<file path="src/ab_test_pkg.sv">
`default_nettype none

package ab_test_pkg;

    // --------------------
    // bus geometry
    parameter int AWIDTH = 8;                  // address lines on the tester side
    parameter int DWIDTH = 8;                  // data width

    typedef logic [AWIDTH-1:0] addr_t;         // address word
    typedef logic [DWIDTH-1:0] data_t;         // data word

    // --------------------
    // test control
    typedef logic [3:0] span_t;                // lines under test, 1..AWIDTH
    typedef logic [7:0] cnt_t;                 // fault counter, saturates

    typedef enum logic [2:0] {
        IDLE,                                  // waiting for start
        WRITE,                                 // tag writes of one pass
        READ,                                  // read-back of one pass
        DRAIN,                                 // outstanding reads return
        DONE                                   // done pulse
    } ab_state_e;

endpackage : ab_test_pkg

`default_nettype wire

</file>
<file path="src/mm_if.sv">
`timescale 1ns/1ps
`default_nettype none

interface mm_if
    import ab_test_pkg::*;
();

    addr_t  addr;                              // access address
    logic   wreq;                              // write request
    data_t  wdat;                              // write data
    logic   rreq;                              // read request
    data_t  rdat;                              // read data, RDDELAY after accept
    logic   rval;                              // read data valid
    logic   busy;                              // slave stall, request held

    // request side, owned by the FSM
    modport master_req (output wreq, rreq, input busy);

    // address and data side, owned by the pattern datapath
    modport master_dat (output addr, wdat, input rreq, busy);

    modport slave (input addr, wreq, wdat, rreq, output rdat, rval, busy);

    // passive tap for the read checker
    modport monitor (input rreq, busy, rdat, rval);

endinterface : mm_if

`default_nettype wire

</file>
<file path="src/ab_pattern_gen.sv">
`timescale 1ns/1ps
`default_nettype none

module ab_pattern_gen
    import ab_test_pkg::*;
#(
    parameter int AWIDTH = ab_test_pkg::AWIDTH,  // address width
    parameter int DWIDTH = ab_test_pkg::DWIDTH   // data width
)
(
    input  logic                clk,
    input  logic                arst_n,
    input  span_t               span,          // lines under test
    input  logic                step,          // accepted access
    input  logic                first,         // park index at base
    input  logic                pass_inv,      // invert tags
    output logic                last,          // index reached span
    mm_if.master_dat            bus,           // addr / wdat
    output logic                push_tag,      // read accepted, store tag
    output logic [DWIDTH-1:0]   tag            // expected read data
);

    span_t              idx;                   // 0 base, k -> line k-1
    logic [DWIDTH-1:0]  tag_w;

    // --------------------
    // access index
    always_ff @(posedge clk or negedge arst_n) begin
        if (!arst_n) begin
            idx <= '0;
        end else if (first) begin
            idx <= '0;
        end else if (step) begin
            idx <= last ? '0 : idx + 1'b1;     // wrap for the next phase
        end
    end

    assign last = (idx == span);

    // --------------------
    // address and tag
    always_comb begin
        if (idx == '0) begin
            bus.addr = '0;                     // base address
        end else begin
            bus.addr = AWIDTH'(1) << (idx - 1'b1);  // single hot line
        end
    end

    assign tag_w    = DWIDTH'(idx) ^ {DWIDTH{pass_inv}};
    assign bus.wdat = tag_w;
    assign tag      = tag_w;                   // same word goes to checker
    assign push_tag = bus.rreq && !bus.busy;   // read taken by slave

endmodule : ab_pattern_gen

`default_nettype wire

</file>
<file path="src/ab_read_checker.sv">
`timescale 1ns/1ps
`default_nettype none

module ab_read_checker
    import ab_test_pkg::*;
#(
    parameter int DWIDTH     = ab_test_pkg::DWIDTH,  // data width
    parameter int FIFO_DEPTH = 8                     // > reads in flight
)
(
    input  logic                clk,
    input  logic                arst_n,
    input  logic                clear,         // sync flush and zero
    mm_if.monitor               bus,           // rdat / rval tap
    input  logic                push_tag,      // read accepted
    input  logic [DWIDTH-1:0]   tag,           // expected data of that read
    output logic                empty,         // nothing outstanding
    output logic                fault,         // mismatch pulse
    output cnt_t                fault_count    // accumulated faults
);

    localparam int PW = (FIFO_DEPTH > 1) ? $clog2(FIFO_DEPTH) : 1;
    localparam int CW = $clog2(FIFO_DEPTH + 1);

    logic [DWIDTH-1:0]  fifo_mem [FIFO_DEPTH]; // expected tags in issue order
    logic [PW-1:0]      wr_ptr;
    logic [PW-1:0]      rd_ptr;
    logic [CW-1:0]      count;
    logic               full;
    logic               pop;
    logic               mismatch;

    assign empty    = (count == '0);
    assign full     = (count == CW'(FIFO_DEPTH));
    assign pop      = bus.rval && !empty;
    assign mismatch = pop && (bus.rdat != fifo_mem[rd_ptr]);

    // --------------------
    // expected-value FIFO
    always_ff @(posedge clk) begin
        if (push_tag) begin
            fifo_mem[wr_ptr] <= tag;
        end
    end

    always_ff @(posedge clk or negedge arst_n) begin
        if (!arst_n) begin
            wr_ptr <= '0;
            rd_ptr <= '0;
            count  <= '0;
        end else if (clear) begin
            wr_ptr <= '0;
            rd_ptr <= '0;
            count  <= '0;
        end else begin
            if (push_tag) begin
                wr_ptr <= (wr_ptr == PW'(FIFO_DEPTH - 1)) ? '0 : wr_ptr + 1'b1;
            end
            if (pop) begin
                rd_ptr <= (rd_ptr == PW'(FIFO_DEPTH - 1)) ? '0 : rd_ptr + 1'b1;
            end
            case ({push_tag, pop})
                2'b10:   count <= count + 1'b1;
                2'b01:   count <= count - 1'b1;
                default: count <= count;       // idle or push and pop together
            endcase
        end
    end

    // --------------------
    // fault pulse and counter
    always_ff @(posedge clk or negedge arst_n) begin
        if (!arst_n) begin
            fault       <= 1'b0;
            fault_count <= '0;
        end else if (clear) begin
            fault       <= 1'b0;
            fault_count <= '0;
        end else begin
            fault <= mismatch;                 // one cycle after the rval
            if (mismatch && (fault_count != '1)) begin
                fault_count <= fault_count + 1'b1;  // stops at all ones
            end
        end
    end

    // the slave must not return data that was never asked for
    a_no_orphan_rval : assert property (@(posedge clk) disable iff (!arst_n)
        bus.rval |-> !empty);

    a_no_overflow : assert property (@(posedge clk) disable iff (!arst_n)
        push_tag |-> !full);

endmodule : ab_read_checker

`default_nettype wire

</file>
<file path="src/ab_test_ctrl.sv">
`timescale 1ns/1ps
`default_nettype none

module ab_test_ctrl
    import ab_test_pkg::*;
(
    input  logic        clk,
    input  logic        arst_n,
    input  logic        clear,                 // sync return to idle
    input  logic        start,                 // test start strobe
    input  span_t       span,                  // lines under test
    output logic        ready,                 // start is accepted
    output logic        done,                  // end of test pulse
    mm_if.master_req    bus,                   // wreq / rreq
    output logic        step,                  // advance pattern index
    output logic        first,                 // hold index at base
    output logic        pass_inv,              // pass 1, inverted tags
    input  logic        last,                  // final access of phase
    input  logic        empty,                 // no read outstanding
    output logic        chk_clear              // checker clear
);

    ab_state_e  state;
    ab_state_e  state_nxt;
    logic       pass;                          // 0 plain, 1 inverted
    logic       pass_nxt;
    logic       take_start;                    // start seen while ready
    logic       acc;                           // request taken this cycle

    assign take_start = ready && start;
    assign acc        = (bus.wreq || bus.rreq) && !bus.busy;

    // --------------------
    // next state
    always_comb begin
        state_nxt = state;
        pass_nxt  = pass;
        case (state)
            IDLE, DONE: begin
                if (take_start) begin
                    state_nxt = WRITE;
                    pass_nxt  = 1'b0;          // always open with plain tags
                end else begin
                    state_nxt = IDLE;
                end
            end
            WRITE: begin
                if (acc && last) begin
                    state_nxt = READ;          // all tags written
                end
            end
            READ: begin
                if (acc && last) begin
                    if (pass) begin
                        state_nxt = DRAIN;     // both passes issued
                    end else begin
                        state_nxt = WRITE;     // second pass, inverted
                        pass_nxt  = 1'b1;
                    end
                end
            end
            DRAIN: begin
                if (empty) begin
                    state_nxt = DONE;          // last rval compared
                end
            end
            default: state_nxt = IDLE;
        endcase
        if (clear) begin
            state_nxt = IDLE;                  // clear overrides everything
        end
    end

    always_ff @(posedge clk or negedge arst_n) begin
        if (!arst_n) begin
            state <= IDLE;
            pass  <= 1'b0;
        end else begin
            state <= state_nxt;
            pass  <= pass_nxt;
        end
    end

    // --------------------
    // outputs
    assign ready     = (state == IDLE) || (state == DONE);
    assign done      = (state == DONE);
    assign bus.wreq  = (state == WRITE);
    assign bus.rreq  = (state == READ);
    assign step      = acc;                    // only on accepted cycles
    assign first     = ready;                  // index parked at base between tests
    assign pass_inv  = pass;
    assign chk_clear = clear;

    a_span_ok : assert property (@(posedge clk) disable iff (!arst_n)
        take_start && !clear |-> (span >= span_t'(1)) && (span <= span_t'(AWIDTH)));

endmodule : ab_test_ctrl

`default_nettype wire

</file>
<file path="src/mm_ram.sv">
`timescale 1ns/1ps
`default_nettype none

module mm_ram
    import ab_test_pkg::*;
#(
    parameter int RAM_AW         = 6,          // decoded address bits
    parameter int RDDELAY        = 4,          // read latency, >= 1
    parameter int REFRESH_PERIOD = 32          // cycles between refreshes
)
(
    input  logic    clk,
    input  logic    arst_n,
    mm_if.slave     bus
);

    localparam int RW = $clog2(REFRESH_PERIOD);

    data_t          mem [2**RAM_AW];           // upper address bits ignored
    logic [RW-1:0]  ref_cnt;                   // refresh timer
    logic           wr_acc;
    logic           rd_acc;
    logic [RDDELAY-1:0] val_pipe;              // read valid shift
    data_t          dat_pipe [RDDELAY];        // read data shift

    assign wr_acc = bus.wreq && !bus.busy;
    assign rd_acc = bus.rreq && !bus.busy;

    // --------------------
    // refresh timer
    always_ff @(posedge clk or negedge arst_n) begin
        if (!arst_n) begin
            ref_cnt <= '0;
        end else begin
            ref_cnt <= (ref_cnt == RW'(REFRESH_PERIOD - 1)) ? '0 : ref_cnt + 1'b1;
        end
    end

    // last two counts of each period stall the bus
    assign bus.busy = (ref_cnt >= RW'(REFRESH_PERIOD - 2));

    // --------------------
    // storage and read data pipe
    always_ff @(posedge clk) begin
        if (wr_acc) begin
            mem[bus.addr[RAM_AW-1:0]] <= bus.wdat;  // aliases above RAM_AW
        end
        dat_pipe[0] <= mem[bus.addr[RAM_AW-1:0]];
        for (int i = 1; i < RDDELAY; i++) begin
            dat_pipe[i] <= dat_pipe[i-1];
        end
    end

    always_ff @(posedge clk or negedge arst_n) begin
        if (!arst_n) begin
            val_pipe <= '0;
        end else begin
            val_pipe[0] <= rd_acc;
            for (int i = 1; i < RDDELAY; i++) begin
                val_pipe[i] <= val_pipe[i-1];
            end
        end
    end

    assign bus.rval = val_pipe[RDDELAY-1];
    assign bus.rdat = dat_pipe[RDDELAY-1];

    // a stalled request has to come back unchanged in the next cycle
    a_hold_under_busy : assert property (@(posedge clk) disable iff (!arst_n)
        (bus.wreq || bus.rreq) && bus.busy |=>
            $stable(bus.wreq) && $stable(bus.rreq)
            && $stable(bus.addr) && $stable(bus.wdat));

endmodule : mm_ram

`default_nettype wire

</file>
<file path="src/ram_ab_test_top.sv">
`timescale 1ns/1ps
`default_nettype none

module ram_ab_test_top
    import ab_test_pkg::*;
#(
    parameter int RAM_AW         = 6,          // decoded RAM address bits
    parameter int RDDELAY        = 4,          // RAM read latency
    parameter int REFRESH_PERIOD = 32,         // RAM refresh interval
    parameter int FIFO_DEPTH     = 8           // must exceed RDDELAY
)
(
    input  logic    clk,
    input  logic    arst_n,
    input  logic    clear,
    input  logic    start,
    input  span_t   span,
    output logic    ready,
    output logic    fault,
    output logic    done,
    output cnt_t    fault_count
);

    logic           step;
    logic           first;
    logic           pass_inv;
    logic           last;
    logic           empty;
    logic           chk_clear;
    logic           push_tag;
    data_t          tag;

    mm_if bus ();                              // tester to RAM bus

    // --------------------
    // tester
    ab_test_ctrl the_ab_test_ctrl (
        .clk         (clk),                    // i
        .arst_n      (arst_n),                 // i
        .clear       (clear),                  // i
        .start       (start),                  // i
        .span        (span),                   // i
        .ready       (ready),                  // o
        .done        (done),                   // o
        .bus         (bus.master_req),         // wreq / rreq
        .step        (step),                   // o
        .first       (first),                  // o
        .pass_inv    (pass_inv),               // o
        .last        (last),                   // i
        .empty       (empty),                  // i
        .chk_clear   (chk_clear)               // o
    );

    ab_pattern_gen #(
        .AWIDTH      (AWIDTH),
        .DWIDTH      (DWIDTH)
    ) the_ab_pattern_gen (
        .clk         (clk),                    // i
        .arst_n      (arst_n),                 // i
        .span        (span),                   // i
        .step        (step),                   // i
        .first       (first),                  // i
        .pass_inv    (pass_inv),               // i
        .last        (last),                   // o
        .bus         (bus.master_dat),         // addr / wdat
        .push_tag    (push_tag),               // o
        .tag         (tag)                     // o
    );

    ab_read_checker #(
        .DWIDTH      (DWIDTH),
        .FIFO_DEPTH  (FIFO_DEPTH)
    ) the_ab_read_checker (
        .clk         (clk),                    // i
        .arst_n      (arst_n),                 // i
        .clear       (chk_clear),              // i
        .bus         (bus.monitor),            // rdat / rval tap
        .push_tag    (push_tag),               // i
        .tag         (tag),                    // i
        .empty       (empty),                  // o
        .fault       (fault),                  // o
        .fault_count (fault_count)             // o
    );

    // --------------------
    // memory under test
    mm_ram #(
        .RAM_AW         (RAM_AW),
        .RDDELAY        (RDDELAY),
        .REFRESH_PERIOD (REFRESH_PERIOD)
    ) the_mm_ram (
        .clk         (clk),                    // i
        .arst_n      (arst_n),                 // i
        .bus         (bus.slave)
    );

endmodule : ram_ab_test_top

`default_nettype wire

</file>
<file path="config.mk">
export PLATFORM = sky130hd
export DESIGN_NAME = ram_ab_test_top
export DESIGN_NICKNAME = d
export VERILOG_FILES = /design/src/ab_test_pkg.sv /design/src/mm_if.sv /design/src/ab_pattern_gen.sv /design/src/ab_read_checker.sv /design/src/ab_test_ctrl.sv /design/src/mm_ram.sv /design/src/ram_ab_test_top.sv
export SDC_FILE = /design/constraint.sdc
export NUM_CORES = 1
export LEC_CHECK = 0
export BUFFER_PORTS_ARGS = -buffer_cell sky130_fd_sc_hd__buf_2
export CORE_ASPECT_RATIO = 1.5
export CORE_MARGIN = 2
export CORE_UTILIZATION = 25
export CTS_CLUSTER_SIZE = 12
export DETAILED_ROUTE_END_ITERATION = 16
export PLACE_DENSITY = 0.46
export SLEW_MARGIN = 20
export SYNTH_ARGS = -nofsm -noshare
export SYNTH_HDL_FRONTEND = slang
export SYNTH_SLANG_ARGS = --single-unit
</file>
<file path="constraint.sdc">
create_clock -name clk -period 4.9 [get_ports clk]
set_input_delay 0.98 -clock clk [delete_from_list [all_inputs] [get_ports clk]]
set_output_delay 0.98 -clock clk [all_outputs]
set_load 0.02 [all_outputs]
</file>
==> results of run 1 <==
[critical path, stage by stage (launching register included)]
cell	delay, ps
sky130_fd_sc_hd__dfrtp_1	630
sky130_fd_sc_hd__inv_1	130
sky130_fd_sc_hd__ha_1	280
sky130_fd_sc_hd__ha_1	530
sky130_fd_sc_hd__or3_4	710
sky130_fd_sc_hd__a222oi_1	440
sky130_fd_sc_hd__a21oi_1	140
sky130_fd_sc_hd__or4_1	540
sky130_fd_sc_hd__or3b_1	380
[per-layer routing]
layer  routed length (um)  vias up  global-route usage (%)
met2                23720      328                   25.22
met3                 1886      115                   1.728
li1                     -     4419                       -
met5                    0        -                       0
met1                16190     4977                   14.46
met4                 2189        0                   6.594
[registers in the layout, indices dropped and copies added, names as in the netlist]
register                         count
the_ab_test_ctrl.state               3
the_ab_read_checker.fault            1
the_mm_ram.ref_cnt                   5
the_ab_read_checker.wr_ptr           3
the_ab_test_ctrl.pass_inv            1
the_ab_pattern_gen.idx               4
the_mm_ram.val_pipe                  4
the_ab_read_checker.fifo_mem        40
the_mm_ram.mem                     313
the_ab_read_checker.fault_count      8
the_ab_read_checker.count            4
the_mm_ram.dat_pipe                 20
the_ab_read_checker.rd_ptr           3
[layout make-up]
| class | count | share of cell area (%) |
|---|---|---|
| Tap cell | 812 | 5.204 |
| Sequential cell | 409 | 60.97 |
| Multi-Input combinational cell | 765 | 24.89 |
| Inverter | 13 | 0.2500 |
| Timing Repair Buffer | 54 | 1.846 |
| Clock buffer | 67 | 6.352 |
| Clock inverter | 9 | 0.4743 |
| Antenna cell | 1 | 0.01282 |
[cell families (layout without fill, tap and decap cells)]
kind of cell | Yosys count | in the layout | share of synthesized area (%)
adders and majority gates | 15 | 15 | 1.161
AOI/OAI and AO/OA | 219 | 219 | 9.889
buffers and inverters | 72 | 143 | 1.756
xor gates and xnor gates | 19 | 19 | 1.029
other | 1 | 204 | 0.02319
and+or+nand+nor | 243 | 243 | 7.420
muxes | 66 | 66 | 5.122
DFF | 409 | 409 | 73.60
[synthesized netlist by cell type, types with 5 or more instances]
cell type and n:
sky130_fd_sc_hd__edfxtp_1 353, sky130_fd_sc_hd__nand2_1 61, sky130_fd_sc_hd__a22oi_1 57, sky130_fd_sc_hd__nor2_1 55
sky130_fd_sc_hd__clkbuf_1 49, sky130_fd_sc_hd__dfrtp_1 36, sky130_fd_sc_hd__nor3_1 32, sky130_fd_sc_hd__a21oi_1 31
sky130_fd_sc_hd__a22o_1 31, sky130_fd_sc_hd__mux2i_1 31, sky130_fd_sc_hd__nand3_1 29, sky130_fd_sc_hd__mux2_2 24
sky130_fd_sc_hd__o21ai_0 22, sky130_fd_sc_hd__dfxtp_1 20, sky130_fd_sc_hd__a31oi_1 16, sky130_fd_sc_hd__a221oi_1 15
sky130_fd_sc_hd__ha_1 15, sky130_fd_sc_hd__inv_1 13, sky130_fd_sc_hd__xor2_1 13, sky130_fd_sc_hd__mux4_2 11
sky130_fd_sc_hd__nor4_1 11, sky130_fd_sc_hd__and3_1 9, sky130_fd_sc_hd__a32oi_1 8, sky130_fd_sc_hd__nor2b_1 8
sky130_fd_sc_hd__buf_1 6, sky130_fd_sc_hd__nand2b_1 6, sky130_fd_sc_hd__xnor2_1 6, sky130_fd_sc_hd__a222oi_1 5
[stage by stage]
step | total power [mW] | setup WS [ps] | instances
after floorplan | 4.061 | 997.1 | 1246
after global placement | 4.145 | 1082 | 2053
after detailed placement | 4.147 | 1010 | 2053
after CTS | 7.294 | 1027 | 2129
after global routing | 7.429 | 824.7 | 2129
final | 7.212 | 986.6 | 2130
[path summary, 6_finish.rpt]
check / start / end / cells past startpoint
worst max-delay path: the_ab_pattern_gen.idx[0]$_DFFE_PN0P_ / the_mm_ram.dat_pipe[0][2]$_DFF_P_ / 8
worst min-delay path: the_mm_ram.dat_pipe[2][0]$_DFF_P_ / the_mm_ram.dat_pipe[3][0]$_DFF_P_ / 0
worst max register to register: the_ab_pattern_gen.idx[0]$_DFFE_PN0P_ / the_mm_ram.dat_pipe[0][2]$_DFF_P_ / 8
worst min register to register: the_mm_ram.dat_pipe[2][0]$_DFF_P_ / the_mm_ram.dat_pipe[3][0]$_DFF_P_ / 0
max in group asynchronous: arst_n / the_ab_test_ctrl.pass_inv$_DFFE_PN0P_ / 1
min in group asynchronous: arst_n / the_mm_ram.val_pipe[3]$_DFF_PN0_ / 1
[where the power goes]
part	internal, mW	switching [mW]
registers	3.86	0.0319
clock network	1.80	1.34
logic	0.0494	0.136
==> impl_metrics.json, run 1 <==
{
  "synth_top_cell_by_area": "sky130_fd_sc_hd__edfxtp_1",
  "via_per_inst": 4.619,
  "hold_path_class": "flop to flop",
  "detailedPlacementHpwl_um": 29370,
  "cp.arrival_ps": 4350,
  "timing.setup.critical_path_class": "flop to flop",
  "fill_cells": 6439,
  "wl_um": 43990,
  "post-synth-top-area-fraction_pct": 65.55,
  "max_freq_mhz": 255.5,
  "clkSinkCount": 409,
  "die_outline_height_um": 315.5,
  "layout.cells.most_common": "sky130_fd_sc_hd__edfxtp_1",
  "placed_cell_area_mm2": 0.01819,
  "grt-ovfl-total": 0,
  "syn-cell-area_mm2": 0.01617,
  "row_count": 114,
  "num-nets-final": 1309,
  "synthesis.area_per_instance_um2": 15.49,
  "final_cell_mix": "353 x sky130_fd_sc_hd__edfxtp_1, 203 x sky130_fd_sc_hd__conb_1, 61 x sky130_fd_sc_hd__nand2_1, 57 x sky130_fd_sc_hd__a22oi_1, 55 x sky130_fd_sc_hd__nor2_1",
  "utilization_pct": 30.41,
  "synth_top_cells_by_area": "sky130_fd_sc_hd__edfxtp_1 66%, sky130_fd_sc_hd__dfrtp_1 5.6%, sky130_fd_sc_hd__a22oi_1 2.6%",
  "vias_in_the_first_global_route": 10160,
  "cts-root-to-sink-buffers": 3,
  "synth.ff_latch_count": 409,
  "critPathCaptureType": "flop",
  "first_pass_grt_wire_length_um": 65210,
  "synth-warning-count": 0,
  "layout-drive-gt1-share_pct": 12.38,
  "worst-slew-pin-transition_ps": 953.4,
  "die-width_um": 211.7,
  "detailedRoute.firstPassIterationCount": 6,
  "worstPathRequired_ps": 5340,
  "wire_per_inst_um": 20.65,
  "shortest_clock_period_the_worst_path_allows_after_layout_ps": 3913,
  "cts.htree.levels": 2,
  "p_leak_nw": 7.010,
  "portion_of_the_post_synthesis_area_used_by_sequential_elements_pct": 73.60,
  "detail_route.iter0.violations": 828,
  "portBuffers": 18,
  "skew_ps": 18.91,
  "clock_buffer_count_from_cts": 43,
  "cts_tree": "built",
  "clock_insertion_delay_worst_skew_ps": 560,
  "drc": 0,
  "cellPowerDensity_mw_per_mm2": 369.4,
  "hold_viol_final": 0,
  "sequential_cell_area_mm2": 0.01190,
  "layout_worst_path_cycle_share_pct": 79.87,
  "yosysUniqueCellTypes": 66,
  "post_route_cell_area_mm2": 0.01952,
  "overall_global_routing_usage_pct": 13.31,
  "cp-start-kind": "flop",
  "grt_setup_unrepaired": "false",
  "synth-edff-count": 353,
  "postSynthCellCount": 1044,
  "largest_net_degree_at_the_start_of_global_routing": 73,
  "root_buffer": "sky130_fd_sc_hd__clkbuf_16",
  "yosys_most_used_dff": "sky130_fd_sc_hd__edfxtp_1",
  "maxSlewHeadroom_pct": 35.95,
  "postSynth.asyncResetShare_pct": 8.802,
  "cts_repair_resize_count": 0,
  "cts.reportedPaths.clkPinSlew_ps": 60,
  "cts.hold.buffers_added": 0,
  "via_count": 9839,
  "dieArea_mm2": 0.06677,
  "timing.reg2reg.setup_slack_ps": 990,
  "timing.max_cap.violations": 0,
  "ir_worst_vdd_v": 0.0002272,
  "timing.setup.tns_ps": 0,
  "setup-violations-final": 0,
  "antenna_left": 0,
  "multiInputGateArea_mm2": 0.004858,
  "run_status": "complete, no violations",
  "design.core.area_mm2": 0.06419,
  "syn2layout_area_growth_pct": 20.72,
  "critPathMaxFanout": 40,
  "globalplace.congestion": 0.8660,
  "io_pins": 19,
  "grt_antenna_before_repair": 0,
  "post_cts.repair.setup_buffers": 0,
  "fin_worst_hold_slack_ps": 325.8,
  "initial_utilization_pct": 25.19,
  "maxSlewViolCount": 0
}
Power figures use the tool's default switching activity.
==> run 2: changes to the inputs <==
Clock period 4.9 ns to 4.1 ns, I/O delays scaled along.
==> impl_metrics.json, run 2 (synthesized netlist as in run 1, its figures left out) <==
{
  "vias_in_the_first_global_route": 10200,
  "cts.htree.levels": 2,
  "critPathCaptureType": "flop",
  "layout_worst_path_cycle_share_pct": 84.51,
  "cts.reportedPaths.clkPinSlew_ps": 60,
  "run_status": "complete, no violations",
  "largest_net_degree_at_the_start_of_global_routing": 73,
  "drt-met1-wl_um": 17100,
  "layout.cells.most_common": "sky130_fd_sc_hd__edfxtp_1",
  "antenna_cells_inserted": 0,
  "syn2layout_area_growth_pct": 22.14,
  "num-nets-final": 1338,
  "worst_r2r_path_depth": 9,
  "globalplace.congestion": 0.8822,
  "clkSinkCount": 409,
  "hold_path_class": "flop to flop",
  "dieArea_mm2": 0.06677,
  "detailedPlacementHpwl_um": 30160,
  "initial_utilization_pct": 25.19,
  "hold_viol_final": 0,
  "wl_um": 44670,
  "antenna_left": 0,
  "via_per_inst": 4.541,
  "post-layout-total-power_mw": 8.570,
  "portBuffers": 18,
  "cp-start-kind": "flop",
  "worst_hold_startpoint": "the_mm_ram.dat_pipe[2][2]$_DFF_P_",
  "worstPathRequired_ps": 4600,
  "reg2reg_from": "the_ab_pattern_gen.idx[0]$_DFFE_PN0P_",
  "io_pins": 19,
  "cts_tree": "built",
  "timing.reg2reg.setup_slack_ps": 640,
  "post_cts.repair.setup_buffers": 0,
  "cts.hold.buffers_added": 0,
  "maxSlewViolCount": 0,
  "place.detailed.instances": 2083,
  "detail_route.iter0.violations": 762,
  "stdcell_count": 2152,
  "max_freq_mhz": 288.6,
  "largest_register_ffs": 313,
  "met3_length_um": 1683,
  "clock_insertion_delay_worst_skew_ps": 550,
  "detailedRoute.firstPassIterationCount": 5,
  "cts_repair_resize_count": 0,
  "worst_hold_path.num_cells": 0,
  "grt_antenna_before_repair": 0,
  "ir_worst_vdd_v": 0.0002463,
  "setup-violations-final": 0,
  "timing.hold.worst_endpoint": "the_mm_ram.dat_pipe[3][2]$_DFF_P_",
  "grt-ovfl-total": 0,
  "via_count": 9772,
  "timing.setup.tns_ps": 0,
  "clock_buffer_count_from_cts": 42,
  "design.core.area_mm2": 0.06419,
  "worst-slew-pin-transition_ps": 1006,
  "row_count": 114,
  "root_buffer": "sky130_fd_sc_hd__clkbuf_16",
  "cts-root-to-sink-buffers": 3,
  "timing.setup.critical_path_class": "flop to flop",
  "layout-drive-gt1-share_pct": 14.55,
  "die-width_um": 211.7,
  "fill_cells": 6459,
  "critPathMaxFanout": 11,
  "skew_ps": 16.73,
  "shortest_clock_period_the_worst_path_allows_after_layout_ps": 3465,
  "cellPowerDensity_mw_per_mm2": 433.9,
  "met2WireLength_um": 23730,
  "cp.arrival_ps": 3960,
  "overall_global_routing_usage_pct": 13.50,
  "end_of_the_worst_register_to_register_path": "the_mm_ram.dat_pipe[0][3]$_DFF_P_",
  "first_pass_grt_wire_length_um": 66240,
  "wire_per_inst_um": 20.76,
  "grt_setup_unrepaired": "false",
  "maxSlewHeadroom_pct": 32.42,
  "timing.max_cap.violations": 0,
  "drc": 0,
  "route.top_layer_used": "met4",
  "p_leak_nw": 7.171,
  "final_cell_mix": "353 x sky130_fd_sc_hd__edfxtp_1, 203 x sky130_fd_sc_hd__conb_1, 63 x sky130_fd_sc_hd__buf_4, 61 x sky130_fd_sc_hd__nand2_1, 57 x sky130_fd_sc_hd__a22oi_1",
  "die_outline_height_um": 315.5
}
[run 2: cell types whose count changed in the layout (fill, tap and decap cells not counted), moves of 2 or more]
cell and delta:
sky130_fd_sc_hd__clkbuf_4 +3, sky130_fd_sc_hd__clkinv_1 -2, sky130_fd_sc_hd__buf_4 +27, sky130_fd_sc_hd__buf_12 +3, sky130_fd_sc_hd__clkbuf_1 -7, sky130_fd_sc_hd__clkbuf_8 +3
[run 2: per-layer routing]
layer / vias up / global-route usage (%)
met5: - / 0
met4: 0 / 6.882
met3: 115 / 1.818
met2: 253 / 25.04
met1: 4932 / 14.99
li1: 4472 / -
[run 2: cell type report]
type / count / area (um^2) / share of cell area [%]
clock buffer: 65 / 1252 / 6.341
sequential: 409 / 11900 / 60.27
tap: 812 / 1016 / 5.144
timing repair buffer: 84 / 623.1 / 3.155
inverter: 13 / 48.80 / 0.2471
clock inverter: 4 / 48.80 / 0.2471
multi-input combinational: 765 / 4858 / 24.60
[run 2: worst max path at each step]
stage | depth (start not counted) | slack (ps) | to | startpoint
2_1_floorplan | 2 | 200 | the_ab_read_checker.fifo_mem[0][2]$_DFFE_PP_ | the_ab_test_ctrl.pass_inv$_DFFE_PN0P_
3_3_place_gp | 9 | 720 | the_mm_ram.dat_pipe[0][3]$_DFF_P_ | the_ab_pattern_gen.idx[0]$_DFFE_PN0P_
3_5_place_dp | 9 | 690 | the_mm_ram.dat_pipe[0][3]$_DFF_P_ | the_ab_pattern_gen.idx[0]$_DFFE_PN0P_
4_1_cts | 9 | 650 | the_mm_ram.dat_pipe[0][3]$_DFF_P_ | the_ab_pattern_gen.idx[0]$_DFFE_PN0P_
5_1_grt | 9 | 450 | the_mm_ram.dat_pipe[0][3]$_DFF_P_ | the_ab_pattern_gen.idx[0]$_DFFE_PN0P_
6_report | 9 | 640 | the_mm_ram.dat_pipe[0][3]$_DFF_P_ | the_ab_pattern_gen.idx[0]$_DFFE_PN0P_
[run 2: worst max-delay path, stage by stage (launching register included)]
cell and delay [ps]:
sky130_fd_sc_hd__dfrtp_1 450, sky130_fd_sc_hd__inv_1 100, sky130_fd_sc_hd__ha_1 260, sky130_fd_sc_hd__ha_1 440
sky130_fd_sc_hd__or2_2 480, sky130_fd_sc_hd__nor3_2 650, sky130_fd_sc_hd__a22oi_1 220, sky130_fd_sc_hd__a31oi_1 540
sky130_fd_sc_hd__nor4_1 170, sky130_fd_sc_hd__nand3_1 100
[run 2: metrics by stage]
stage / hold slack (ps) / area [um^2] / utilization [%] / setup WS (ps)
3_5_place_dp: 312.1 / 18450 / 28.74 / 686.3
5_1_grt: 330.8 / 19750 / 30.77 / 451.3
2_1_floorplan: 309.6 / 16930 / - / 197.1
3_3_place_gp: 312.6 / 18450 / 28.74 / 722.1
4_1_cts: 326.1 / 19750 / 30.77 / 653.2
6_report: 324.6 / 19750 / 30.77 / 635.2
[run 2: report_power, final]
group          internal, mW  total (mW)  switching (mW)
sequential             4.61        4.64          0.0342
combinational        0.0631       0.227           0.164
clock                  2.15        3.70            1.55
